$ cat config.mk
export PLATFORM = sky130hd
export DESIGN_NAME = rob_backend
export DESIGN_NICKNAME = d
export VERILOG_FILES = /design/src/hdl/rob_pkg.sv /design/src/hdl/free_list.sv /design/src/hdl/rob.sv /design/src/hdl/rob_backend.sv
export SDC_FILE = /design/constraint.sdc
export NUM_CORES = 2
export LEC_CHECK = 0
export BUFFER_PORTS_ARGS = -buffer_cell sky130_fd_sc_hd__buf_2
export CAP_MARGIN = 20
export CORE_ASPECT_RATIO = 1.4
export CORE_UTILIZATION = 65
export DETAILED_ROUTE_END_ITERATION = 10
export HOLD_SLACK_MARGIN = 0.08
export PLACE_DENSITY = 0.84
export REMOVE_ABC_BUFFERS = 1
export SETUP_SLACK_MARGIN = 0.02
export SLEW_MARGIN = 10
export SYNTH_ARGS = -nofsm -noshare
export SYNTH_HDL_FRONTEND = slang
export SYNTH_SLANG_ARGS = --single-unit
export TNS_END_PERCENT = 1
$ cat constraint.sdc
create_clock -name clock -period 12.84 [get_ports clock]
set_clock_uncertainty 0.15 [all_clocks]
set_input_delay 0.642 -clock clock [delete_from_list [all_inputs] [get_ports clock]]
set_output_delay 0.642 -clock clock [all_outputs]
set_load 0.02 [all_outputs]
$ cat src/hdl/rob_pkg.sv
/* sizes, tag and address types and the instruction kind shared by the ROB back end
   every RTL file refers to these by scoped name */
package rob_pkg;

	// dispatch, complete and retire width
	localparam int n_way = 2;

	// reorder buffer depth
	localparam int n_rob = 8;

	// physical register file size
	localparam int n_preg = 64;

	// architectural registers
	// tags 1 to n_areg-1 belong to the initial map, so they start out in use
	localparam int n_areg = 32;

	// physical register tag
	// tag 0 is the zero register and doubles as "no tag"
	typedef logic [5:0] tag_t;

	localparam tag_t zero_tag = '0;

	// instruction address, also used for branch targets
	typedef logic [31:0] pc_t;

	// free ROB entries, 0 to n_rob
	typedef logic [3:0] rob_cnt_t;

	// capacity seen by the front end, saturated at n_way
	typedef logic [1:0] way_cnt_t;

	// what a dispatched instruction is
	typedef enum logic [1:0] {
		kind_alu,
		kind_branch,
		kind_halt,
		kind_illegal
	} inst_kind_e;

endpackage

$ cat src/hdl/free_list.sv
/* bitmap free list of physical tags for the ROB back end
   offers the two lowest free tags and takes back retired and flushed tags */
module free_list (
	input  logic                                 clock,
	input  logic                                 reset,
	input  logic [rob_pkg::n_way-1:0]            dis_valid,
	input  logic [rob_pkg::n_way-1:0]            retire_valid,
	input  rob_pkg::tag_t [rob_pkg::n_way-1:0]   retire_tag,
	input  rob_pkg::tag_t [rob_pkg::n_way-1:0]   retire_told,
	input  logic                                 flush_valid,
	input  rob_pkg::tag_t [rob_pkg::n_rob-1:0]   flush_tags,
	output rob_pkg::tag_t [rob_pkg::n_way-1:0]   alloc_tag,
	output rob_pkg::way_cnt_t                    tag_space
);

	// one bit per physical tag, set when free
	logic [rob_pkg::n_preg-1:0] free_q;
	logic [rob_pkg::n_preg-1:0] free_next;
	logic [$clog2(rob_pkg::n_preg):0] free_cnt;

	// scan from the top so the lowest free tag ends in way 0
	// and the one above it in way 1
	always_comb begin
		alloc_tag = '0;
		for (int i = rob_pkg::n_preg - 1; i > 0; i--) begin
			if (free_q[i]) begin
				alloc_tag[1] = alloc_tag[0];
				alloc_tag[0] = rob_pkg::tag_t'(i);
			end
		end
	end

	always_comb begin
		free_cnt = '0;
		for (int i = 0; i < rob_pkg::n_preg; i++) begin
			free_cnt = free_cnt + free_q[i];
		end
	end

	assign tag_space = (free_cnt >= rob_pkg::n_way) ?
		rob_pkg::way_cnt_t'(rob_pkg::n_way) : rob_pkg::way_cnt_t'(free_cnt);

	always_comb begin
		free_next = free_q;

		// tags handed out this cycle
		// the ROB drops dispatch during a flush, so nothing is taken then
		if (!flush_valid) begin
			for (int w = 0; w < rob_pkg::n_way; w++) begin
				if (dis_valid[w] && alloc_tag[w] != rob_pkg::zero_tag) begin
					free_next[alloc_tag[w]] = 1'b0;
				end
			end
		end

		// retirement releases the previous mapping when there is one
		for (int w = 0; w < rob_pkg::n_way; w++) begin
			if (retire_valid[w]) begin
				if (retire_told[w] != rob_pkg::zero_tag) begin
					free_next[retire_told[w]] = 1'b1;
				end else if (retire_tag[w] != rob_pkg::zero_tag) begin
					free_next[retire_tag[w]] = 1'b1;
				end
			end
		end

		// every tag still held by the ROB comes back on a flush
		if (flush_valid) begin
			for (int k = 0; k < rob_pkg::n_rob; k++) begin
				if (flush_tags[k] != rob_pkg::zero_tag) begin
					free_next[flush_tags[k]] = 1'b1;
				end
			end
		end
	end

	always_ff @(posedge clock) begin
		if (reset) begin
			// initial map owns the low tags
			for (int i = 0; i < rob_pkg::n_preg; i++) begin
				free_q[i] <= (i >= rob_pkg::n_areg);
			end
		end else begin
			free_q <= free_next;
		end
	end

endmodule

$ cat src/hdl/rob.sv
/* circular reorder buffer with one-hot head and tail tokens
   dispatch fills the slots after the tail, retire drains completed entries from the head */
module rob (
	input  logic                                            clock,
	input  logic                                            reset,
	input  logic [rob_pkg::n_way-1:0]                       dis_valid,
	input  rob_pkg::tag_t [rob_pkg::n_way-1:0]              dis_tag,
	input  rob_pkg::tag_t [rob_pkg::n_way-1:0]              dis_told,
	input  rob_pkg::inst_kind_e [rob_pkg::n_way-1:0]        dis_kind,
	input  rob_pkg::pc_t [rob_pkg::n_way-1:0]               dis_pc,
	input  rob_pkg::tag_t [rob_pkg::n_way-1:0]              complete_tag,
	input  logic                                            take_branch,
	input  rob_pkg::pc_t                                    br_result,
	output logic [rob_pkg::n_way-1:0]                       retire_valid,
	output rob_pkg::tag_t [rob_pkg::n_way-1:0]              retire_tag,
	output rob_pkg::tag_t [rob_pkg::n_way-1:0]              retire_told,
	output rob_pkg::pc_t [rob_pkg::n_way-1:0]               retire_pc,
	output logic [rob_pkg::n_way-1:0]                       retire_halt,
	output logic [rob_pkg::n_way-1:0]                       retire_illegal,
	output logic                                            branch_haz,
	output rob_pkg::pc_t                                    br_target_pc,
	output logic                                            retire_branch,
	output rob_pkg::pc_t                                    retire_branch_pc,
	output logic                                            flush_valid,
	output rob_pkg::tag_t [rob_pkg::n_rob-1:0]              flush_tags,
	output rob_pkg::way_cnt_t                               rob_space
);

	// ring control
	logic [rob_pkg::n_rob-1:0] head;
	logic [rob_pkg::n_rob-1:0] tail;
	logic [rob_pkg::n_rob-1:0] busy;
	logic [rob_pkg::n_rob-1:0] done;
	rob_pkg::rob_cnt_t         free_cnt;

	// entry payload
	rob_pkg::tag_t       tag_q [rob_pkg::n_rob];
	rob_pkg::tag_t       told_q [rob_pkg::n_rob];
	rob_pkg::inst_kind_e kind_q [rob_pkg::n_rob];
	rob_pkg::pc_t        pc_q [rob_pkg::n_rob];
	rob_pkg::pc_t        target_q [rob_pkg::n_rob];
	logic [rob_pkg::n_rob-1:0] taken_q;

	// head slots looked at by the retire scan
	logic [rob_pkg::n_way-1:0][rob_pkg::n_rob-1:0] head_at;
	logic [rob_pkg::n_way-1:0]                     s_busy;
	logic [rob_pkg::n_way-1:0]                     s_done;
	logic [rob_pkg::n_way-1:0]                     s_taken;
	rob_pkg::inst_kind_e [rob_pkg::n_way-1:0]      s_kind;
	rob_pkg::tag_t [rob_pkg::n_way-1:0]            s_tag;
	rob_pkg::tag_t [rob_pkg::n_way-1:0]            s_told;
	rob_pkg::pc_t [rob_pkg::n_way-1:0]             s_pc;
	rob_pkg::pc_t [rob_pkg::n_way-1:0]             s_target;
	logic                                          scan_stop;

	// dispatch and completion
	logic [rob_pkg::n_way-1:0] dis_go;
	logic [rob_pkg::n_rob-1:0] tail1;
	logic [rob_pkg::n_rob-1:0] tail2;
	logic [rob_pkg::n_rob-1:0] slot0;
	logic [rob_pkg::n_rob-1:0] slot1;
	logic [rob_pkg::n_rob-1:0] written;
	logic [rob_pkg::n_rob-1:0] hit;
	logic [rob_pkg::n_rob-1:0] halt_self;
	logic [rob_pkg::n_rob-1:0] retired;
	logic [rob_pkg::n_rob-1:0] head_next;
	logic [rob_pkg::n_rob-1:0] tail_next;
	rob_pkg::rob_cnt_t         n_ret;
	rob_pkg::rob_cnt_t         n_dis;

	// advance a token by one entry, wrapping at the top
	function automatic logic [rob_pkg::n_rob-1:0] step(input logic [rob_pkg::n_rob-1:0] tok);
		return {tok[rob_pkg::n_rob-2:0], tok[rob_pkg::n_rob-1]};
	endfunction

	always_comb begin
		head_at[0] = head;
		for (int w = 1; w < rob_pkg::n_way; w++) begin
			head_at[w] = step(head_at[w-1]);
		end
	end

	// gather the entries under the head tokens
	always_comb begin
		s_busy = '0;
		s_done = '0;
		s_taken = '0;
		s_kind = '0;
		s_tag = '0;
		s_told = '0;
		s_pc = '0;
		s_target = '0;
		for (int w = 0; w < rob_pkg::n_way; w++) begin
			for (int j = 0; j < rob_pkg::n_rob; j++) begin
				if (head_at[w][j]) begin
					s_busy[w] = busy[j];
					s_done[w] = done[j];
					s_taken[w] = taken_q[j];
					s_kind[w] = kind_q[j];
					s_tag[w] = tag_q[j];
					s_told[w] = told_q[j];
					s_pc[w] = pc_q[j];
					s_target[w] = target_q[j];
				end
			end
		end
	end

	// in-order retire scan
	always_comb begin
		retire_valid = '0;
		retire_tag = '0;
		retire_told = '0;
		retire_pc = '0;
		retire_halt = '0;
		retire_illegal = '0;
		branch_haz = 1'b0;
		br_target_pc = '0;
		retire_branch = 1'b0;
		retire_branch_pc = '0;
		scan_stop = 1'b0;
		for (int w = 0; w < rob_pkg::n_way; w++) begin
			if (scan_stop || !s_busy[w] || !s_done[w]) begin
				scan_stop = 1'b1;
			end else if (s_kind[w] == rob_pkg::kind_branch && s_taken[w]) begin
				// a taken branch flushes only from the head slot
				// one in a later slot waits to reach the head
				if (w == 0) begin
					branch_haz = 1'b1;
					retire_branch = 1'b1;
					br_target_pc = s_target[w];
					retire_branch_pc = s_pc[w];
				end
				scan_stop = 1'b1;
			end else if (s_kind[w] == rob_pkg::kind_branch && retire_branch) begin
				// one branch report per cycle
				scan_stop = 1'b1;
			end else begin
				retire_valid[w] = 1'b1;
				retire_tag[w] = s_tag[w];
				retire_told[w] = s_told[w];
				retire_pc[w] = s_pc[w];
				retire_halt[w] = (s_kind[w] == rob_pkg::kind_halt);
				retire_illegal[w] = (s_kind[w] == rob_pkg::kind_illegal);
				if (s_kind[w] == rob_pkg::kind_branch) begin
					retire_branch = 1'b1;
					retire_branch_pc = s_pc[w];
				end
			end
		end
	end

	always_comb begin
		retired = '0;
		n_ret = '0;
		head_next = head;
		for (int w = 0; w < rob_pkg::n_way; w++) begin
			if (retire_valid[w]) begin
				retired = retired | head_at[w];
				n_ret = n_ret + 1'b1;
				head_next = step(head_next);
			end
		end
	end

	// nothing is accepted while the ring is being flushed
	assign dis_go = branch_haz ? '0 : dis_valid;
	assign tail1 = step(tail);
	assign tail2 = step(tail1);
	assign slot0 = dis_go[0] ? tail1 : '0;
	assign slot1 = !dis_go[1] ? '0 : (dis_go[0] ? tail2 : tail1);
	assign written = slot0 | slot1;

	always_comb begin
		n_dis = '0;
		tail_next = tail;
		for (int w = 0; w < rob_pkg::n_way; w++) begin
			if (dis_go[w]) begin
				n_dis = n_dis + 1'b1;
				tail_next = step(tail_next);
			end
		end
	end

	// completions match by tag, halts mark themselves
	always_comb begin
		hit = '0;
		halt_self = '0;
		for (int j = 0; j < rob_pkg::n_rob; j++) begin
			halt_self[j] = busy[j] && (kind_q[j] == rob_pkg::kind_halt);
			for (int w = 0; w < rob_pkg::n_way; w++) begin
				if (busy[j] && !branch_haz && complete_tag[w] != rob_pkg::zero_tag &&
						complete_tag[w] == tag_q[j]) begin
					hit[j] = 1'b1;
				end
			end
		end
	end

	// a taken branch at the head returns the ring to its reset image
	always_ff @(posedge clock) begin
		if (reset || branch_haz) begin
			head <= {{(rob_pkg::n_rob-1){1'b0}}, 1'b1};
			tail <= {1'b1, {(rob_pkg::n_rob-1){1'b0}}};
			busy <= '0;
			done <= '0;
			free_cnt <= rob_pkg::rob_cnt_t'(rob_pkg::n_rob);
		end else begin
			head <= head_next;
			tail <= tail_next;
			busy <= (busy & ~retired) | written;
			done <= (done | hit | halt_self) & ~retired & ~written;
			free_cnt <= free_cnt + n_ret - n_dis;
		end
	end

	always_ff @(posedge clock) begin
		for (int j = 0; j < rob_pkg::n_rob; j++) begin
			if (slot0[j]) begin
				tag_q[j] <= dis_tag[0];
				told_q[j] <= dis_told[0];
				kind_q[j] <= dis_kind[0];
				pc_q[j] <= dis_pc[0];
			end else if (slot1[j]) begin
				tag_q[j] <= dis_tag[1];
				told_q[j] <= dis_told[1];
				kind_q[j] <= dis_kind[1];
				pc_q[j] <= dis_pc[1];
			end
			// branch outcome rides with its completion
			if (hit[j]) begin
				taken_q[j] <= take_branch;
				target_q[j] <= br_result;
			end
		end
	end

	assign flush_valid = branch_haz;

	always_comb begin
		for (int j = 0; j < rob_pkg::n_rob; j++) begin
			flush_tags[j] = busy[j] ? tag_q[j] : rob_pkg::zero_tag;
		end
	end

	// no room offered in the flush cycle
	assign rob_space = branch_haz ? '0 :
		(free_cnt >= rob_pkg::n_way) ? rob_pkg::way_cnt_t'(rob_pkg::n_way) :
		rob_pkg::way_cnt_t'(free_cnt);

endmodule

$ cat src/hdl/rob_backend.sv
/* top of the ROB back end: free list feeding tags to the reorder buffer
   the front end dispatches here and the execute stage reports completions */
module rob_backend (
	input  logic                                        clock,
	input  logic                                        reset,

	// dispatch from the front end
	input  logic [rob_pkg::n_way-1:0]                   dis_valid,
	input  rob_pkg::inst_kind_e [rob_pkg::n_way-1:0]    dis_kind,
	input  rob_pkg::tag_t [rob_pkg::n_way-1:0]          dis_told,
	input  rob_pkg::pc_t [rob_pkg::n_way-1:0]           dis_pc,
	output rob_pkg::tag_t [rob_pkg::n_way-1:0]          dis_tag_out,

	// completions from execute
	input  rob_pkg::tag_t [rob_pkg::n_way-1:0]          complete_tag,
	input  logic                                        take_branch,
	input  rob_pkg::pc_t                                br_result,

	// retirement
	output logic [rob_pkg::n_way-1:0]                   retire_valid,
	output rob_pkg::tag_t [rob_pkg::n_way-1:0]          retire_tag,
	output rob_pkg::tag_t [rob_pkg::n_way-1:0]          retire_told,
	output rob_pkg::pc_t [rob_pkg::n_way-1:0]           retire_pc,
	output logic [rob_pkg::n_way-1:0]                   retire_halt,
	output logic [rob_pkg::n_way-1:0]                   retire_illegal,

	// branch resolution
	output logic                                        branch_haz,
	output rob_pkg::pc_t                                br_target_pc,
	output logic                                        retire_branch,
	output rob_pkg::pc_t                                retire_branch_pc,
	output logic                                        flush_valid,

	// capacity for the front end
	output rob_pkg::way_cnt_t                           rob_space,
	output rob_pkg::way_cnt_t                           tag_space
);

	rob_pkg::tag_t [rob_pkg::n_way-1:0] alloc_tag;
	rob_pkg::tag_t [rob_pkg::n_rob-1:0] flush_tags;

	// front end learns the destination tag of each way
	assign dis_tag_out = alloc_tag;

	rob u_rob (
		.clock            (clock),
		.reset            (reset),
		.dis_valid        (dis_valid),
		.dis_tag          (alloc_tag),
		.dis_told         (dis_told),
		.dis_kind         (dis_kind),
		.dis_pc           (dis_pc),
		.complete_tag     (complete_tag),
		.take_branch      (take_branch),
		.br_result        (br_result),
		.retire_valid     (retire_valid),
		.retire_tag       (retire_tag),
		.retire_told      (retire_told),
		.retire_pc        (retire_pc),
		.retire_halt      (retire_halt),
		.retire_illegal   (retire_illegal),
		.branch_haz       (branch_haz),
		.br_target_pc     (br_target_pc),
		.retire_branch    (retire_branch),
		.retire_branch_pc (retire_branch_pc),
		.flush_valid      (flush_valid),
		.flush_tags       (flush_tags),
		.rob_space        (rob_space)
	);

	free_list u_free_list (
		.clock        (clock),
		.reset        (reset),
		.dis_valid    (dis_valid),
		.retire_valid (retire_valid),
		.retire_tag   (retire_tag),
		.retire_told  (retire_told),
		.flush_valid  (flush_valid),
		.flush_tags   (flush_tags),
		.alloc_tag    (alloc_tag),
		.tag_space    (tag_space)
	);

endmodule

==> metrics.txt, run 1 <==
outcome=aborted with a tool error; last stage reached=global routing; Halt Reason=[ERROR GRT-0116] Global routing finished with congestion. Check the congestion regions in the DRC Viewer.; deepest clock path buffer count=3; Synth cell types=99; largest net degree at the start of global routing=202; Post-DP HPWL=178 mm; vias in the first global route=65400; Port Buffer Count=305; gp weighted congestion=1.21; Area after DPL=0.0542 mm^2; Die W=241 um; Post-synth EDFFs=632; syn_area_per_cell=9.12 um^2; register area share after synthesis=40.2%; CTS Hold Bufs=0; Post-Synthesis Cells=5721; Setup Fix Bufs, Post-CTS=0; Inserted Clock Buffers=68; Site Rows=122; Die Y=337 um; GRT Total Usage=83.0%; leading area contributor after synthesis=edfxtp_1; dpl ws=5.26 ns; flops & latches, synth=732; GR Overflow Total=423; largest cells by area after synthesis=edfxtp_1 36%, mux2_2 6.9%, o21ai_0 4.4%; Synth top area share=36.4%; Syn. warnings=0; IO Count=306; first-pass GRT wire length=498 mm; Mapped Area=0.0522 mm^2; clock sinks=732; Post-synth top flop=edfxtp_1; Root Driver=clkbuf_16; H-tree depth=3; post-CTS sizing=0; Initial Util=65.8%; async set-or-reset flop fraction in the synthesized netlist=0%
[routing by layer]
metal | track usage [%] | overflow
met4 | 82.3 | 175
met2 | 94.9 | 197
met3 | 72.3 | 36
met1 | 83.2 | 13
met5 | 44.7 | 2
[cells in the mapped netlist (87+ instances only)]
cell / count
dfxtp_1: 100
inv_1: 182
nand2_1: 441
a221oi_1: 87
edfxtp_1: 632
a21oi_1: 352
mux2_2: 321
nor4_1: 97
o22ai_1: 261
clkbuf_1: 355
a221o_1: 110
nor2_1: 615
mux2i_1: 182
nand3_1: 121
o21ai_0: 463
nor3_1: 135
[kinds of logic after synthesis]
family / after synthesis / synth area share [%]
AO/OA/AOI/OAI: 1835 / 23.3
flip-flops: 732 / 40.2
XOR/XNOR: 134 / 2.25
multiplexers: 503 / 10.4
buffers and inverters: 673 / 5.03
adder cells (fa/ha/maj): 93 / 2.98
AND/OR/NAND/NOR: 1751 / 15.8
[stage by stage]
step           utilization, %  instances
2_1_floorplan               -       5241
3_3_place_gp             68.5       6722
3_5_place_dp             68.5       6724
4_1_cts                  71.4       6849
==> run 2, diff against run 1 <==
--- a/config.mk
+++ b/config.mk
@@ -7,13 +7,10 @@
 export LEC_CHECK = 0
 export BUFFER_PORTS_ARGS = -buffer_cell sky130_fd_sc_hd__buf_2
 export CAP_MARGIN = 20
-export CORE_ASPECT_RATIO = 1.4
-export CORE_UTILIZATION = 65
+export CORE_UTILIZATION = 40
 export DETAILED_ROUTE_END_ITERATION = 10
-export HOLD_SLACK_MARGIN = 0.08
-export PLACE_DENSITY = 0.84
+export PLACE_DENSITY_LB_ADDON = 0.15
 export REMOVE_ABC_BUFFERS = 1
-export SETUP_SLACK_MARGIN = 0.02
 export SLEW_MARGIN = 10
 export SYNTH_ARGS = -nofsm -noshare
 export SYNTH_HDL_FRONTEND = slang
==> metrics.txt, run 2 <==
outcome=finished, final reports clean; IO Count=306 (unchanged); crit-path cells=clkinv_1 -> fa_1 -> inv_1 -> fa_1 -> fa_1 -> inv_1 -> fa_1 -> inv_1 -> fa_1 -> fa_1 -> inv_1 -> fa_1 -> fa_1 -> fa_1 -> fa_1 -> nor4b_1 -> nand3_1 -> nor2_1 -> buf_2; Pleak=0.0206 uW; Final Core Density=45.1%; layout cells sized above 1=18.0%; largest cells by area after synthesis=edfxtp_1 36%, mux2_2 6.9%, o21ai_0 4.4%; final hold vios=0; hold_ws=0.0683 ns; CP arrival=7.77 ns; Inserted Clock Buffers=87 (+28%); first-pass GRT wire length=365 mm; syn_area_per_cell=9.12 um^2 (unchanged); die footprint=0.132 mm^2; # DRC=0; Largest regs=u_rob.pc_q (256), u_rob.target_q (256), u_free_list.free_q (64); fin crit share=66.6%; clock sinks=732 (unchanged); area grow syn2layout=12.0%; Most common cell on crit path=fa_1; Slew headroom=12.6%; antenna violations before repair=31; CP top delay family=adder cells; Setup Fix Bufs, Post-CTS=0 (unchanged); DR pass1 iterations=7; most frequent cells in the layout=632 x edfxtp_1, 606 x nor2_1, 462 x o21ai_0; Post-synth EDFFs=632 (unchanged); min Tclk post-route=8.56 ns; Clk Latency, worst-skew pair=0.72 ns; Slew Limit Fails=0; largest net degree at the start of global routing=106; vias post-DR=51600; Max-Cap Viols=0; Reg clk slew, reported paths=0.07 ns; CTS Hold Bufs=0 (unchanged); Die Y=363 um (+7.7%); fin cells=7627; register area share after synthesis=40.2% (unchanged); GR Overflow Total=0; Final #Nets=6004; crit-path max FO=16; CP Class=register to output port; Cells after DPL=7446 (+11%); post-CTS sizing=0 (unchanged); gp weighted congestion=1.10 (-9.2%); Post-DP HPWL=182 mm (+1.9%); async set-or-reset flop fraction in the synthesized netlist=0% (unchanged); leading area contributor after synthesis=edfxtp_1; Critical Path Max Stage Delay=0.68 ns; dpl ws=5.10 ns (-0.162 ns); unrepaired setup endpoints after global routing=no; Die W=363 um (+50%); H-tree depth=3 (unchanged); deepest clock path buffer count=3 (unchanged); cell with the most instances after synthesis=edfxtp_1; Post-Synthesis Cells=5721 (unchanged); DRT iter0 DRCs=7020; flops & latches, synth=732 (unchanged); CTS tree=done; worst path buffer plus inverter count=6; WL/cell=34.2 um; slowest CP cell=dfxtp_1; Root Driver=clkbuf_16; Initial Util=40.3% (-26 points); core footprint=0.129 mm^2; Post-synth top cells=632 x edfxtp_1, 615 x nor2_1, 463 x o21ai_0; worst slew pin tran=1.31 ns; fmax=0.117 GHz; Mapped Area=0.0522 mm^2 (unchanged); Site Rows=132 (+8.2%); Synth cell types=99 (unchanged); vias in the first global route=48100; GRT Total Usage=38.3%; data required time at the worst endpoint=12.05 ns; WL final=261 mm; Syn. warnings=0 (unchanged); Synth top area share=36.4% (unchanged); Via density=6.77; most common cell after layout, fill and taps aside=edfxtp_1; final worst-path setup slack=4.28 ns; CP startpoint kind=register; Port Buffer Count=305 (unchanged); Power Density=111 mW/mm^2; crit path capture type=output port; antenna-violating nets left=0; Post-synth top flop=edfxtp_1; endpoints failing setup=0; type of the tightest min-delay check=input port to register; maximum vdd ir drop=93.8 uV
[run 2: cell counts after synthesis]
Identical to the previous run, type by type.
[run 2: worst paths after layout]
kind	from	end	slack (ns)	depth (start not counted)
max	u_free_list.free_q[38]	tag_space[0]	4.28	19
min	br_result[20]	u_rob.target_q[0][52]	0.07	1
max reg2reg	u_rob.head[5]	u_rob.pc_q[1][101]	5.66	11
min reg2reg	u_free_list.free_q[0]	u_free_list.free_q[0]	0.35	1
[run 2: per-layer routing]
| layer | share of wire, % | routed length (um) | up-vias | global-route usage (%) |
|---|---|---|---|---|
| li1 | - | - | 22100 | - |
| met2 | 44 | 115000 | 3262 | 59.4 |
| met3 | 9.9 | 25800 | 830 | 9.23 |
| met5 | 0.049 | 127 | - | 0 |
| met1 | 39 | 102000 | 25400 | 48.7 |
| met4 | 6.6 | 17100 | 20 | 21.8 |
[run 2: per-stage QoR]
| stage | cell area [um^2] | power [uW] | TNS (ns) |
|---|---|---|---|
| CTS | 58300 | 6480 | 0 |
| global placement | 55400 | 3950 | 0 |
| detailed placement | 55400 | 3960 | 0 |
| finish | 58400 | 6480 | 0 |
| floorplan | 50300 | 3440 | -34.84 |
| global route | 58400 | 6680 | 0 |
[run 2: cells by family after synthesis]
logic type               count (synthesis)  synth area share (%)
adder cells (fa/ha/maj)                 93                  2.98
AO/OA/AOI/OAI                         1835                  23.3
multiplexers                           503                  10.4
AND/OR/NAND/NOR                       1751                  15.8
buffers and inverters                  673                  5.03
XOR/XNOR                               134                  2.25
flip-flops                             732                  40.2
[run 2: area by class of cell]
type	instances	area [um^2]
antenna	19	47.5
sequential	732	21000
multi-input combinational	4316	28800
tap	1742	2180
inverter	193	732
timing repair buffer	465	2750
clock inverter	45	467
fill	12700	71100
clock buffer	115	2420
[run 2: power by group]
part | total, uW | internal (uW) | switching [uW]
sequential | 2740 | 2660 | 80.8
clock | 2530 | 1450 | 1080
combinational | 1200 | 392 | 812
(Power assumes the default switching activity.)
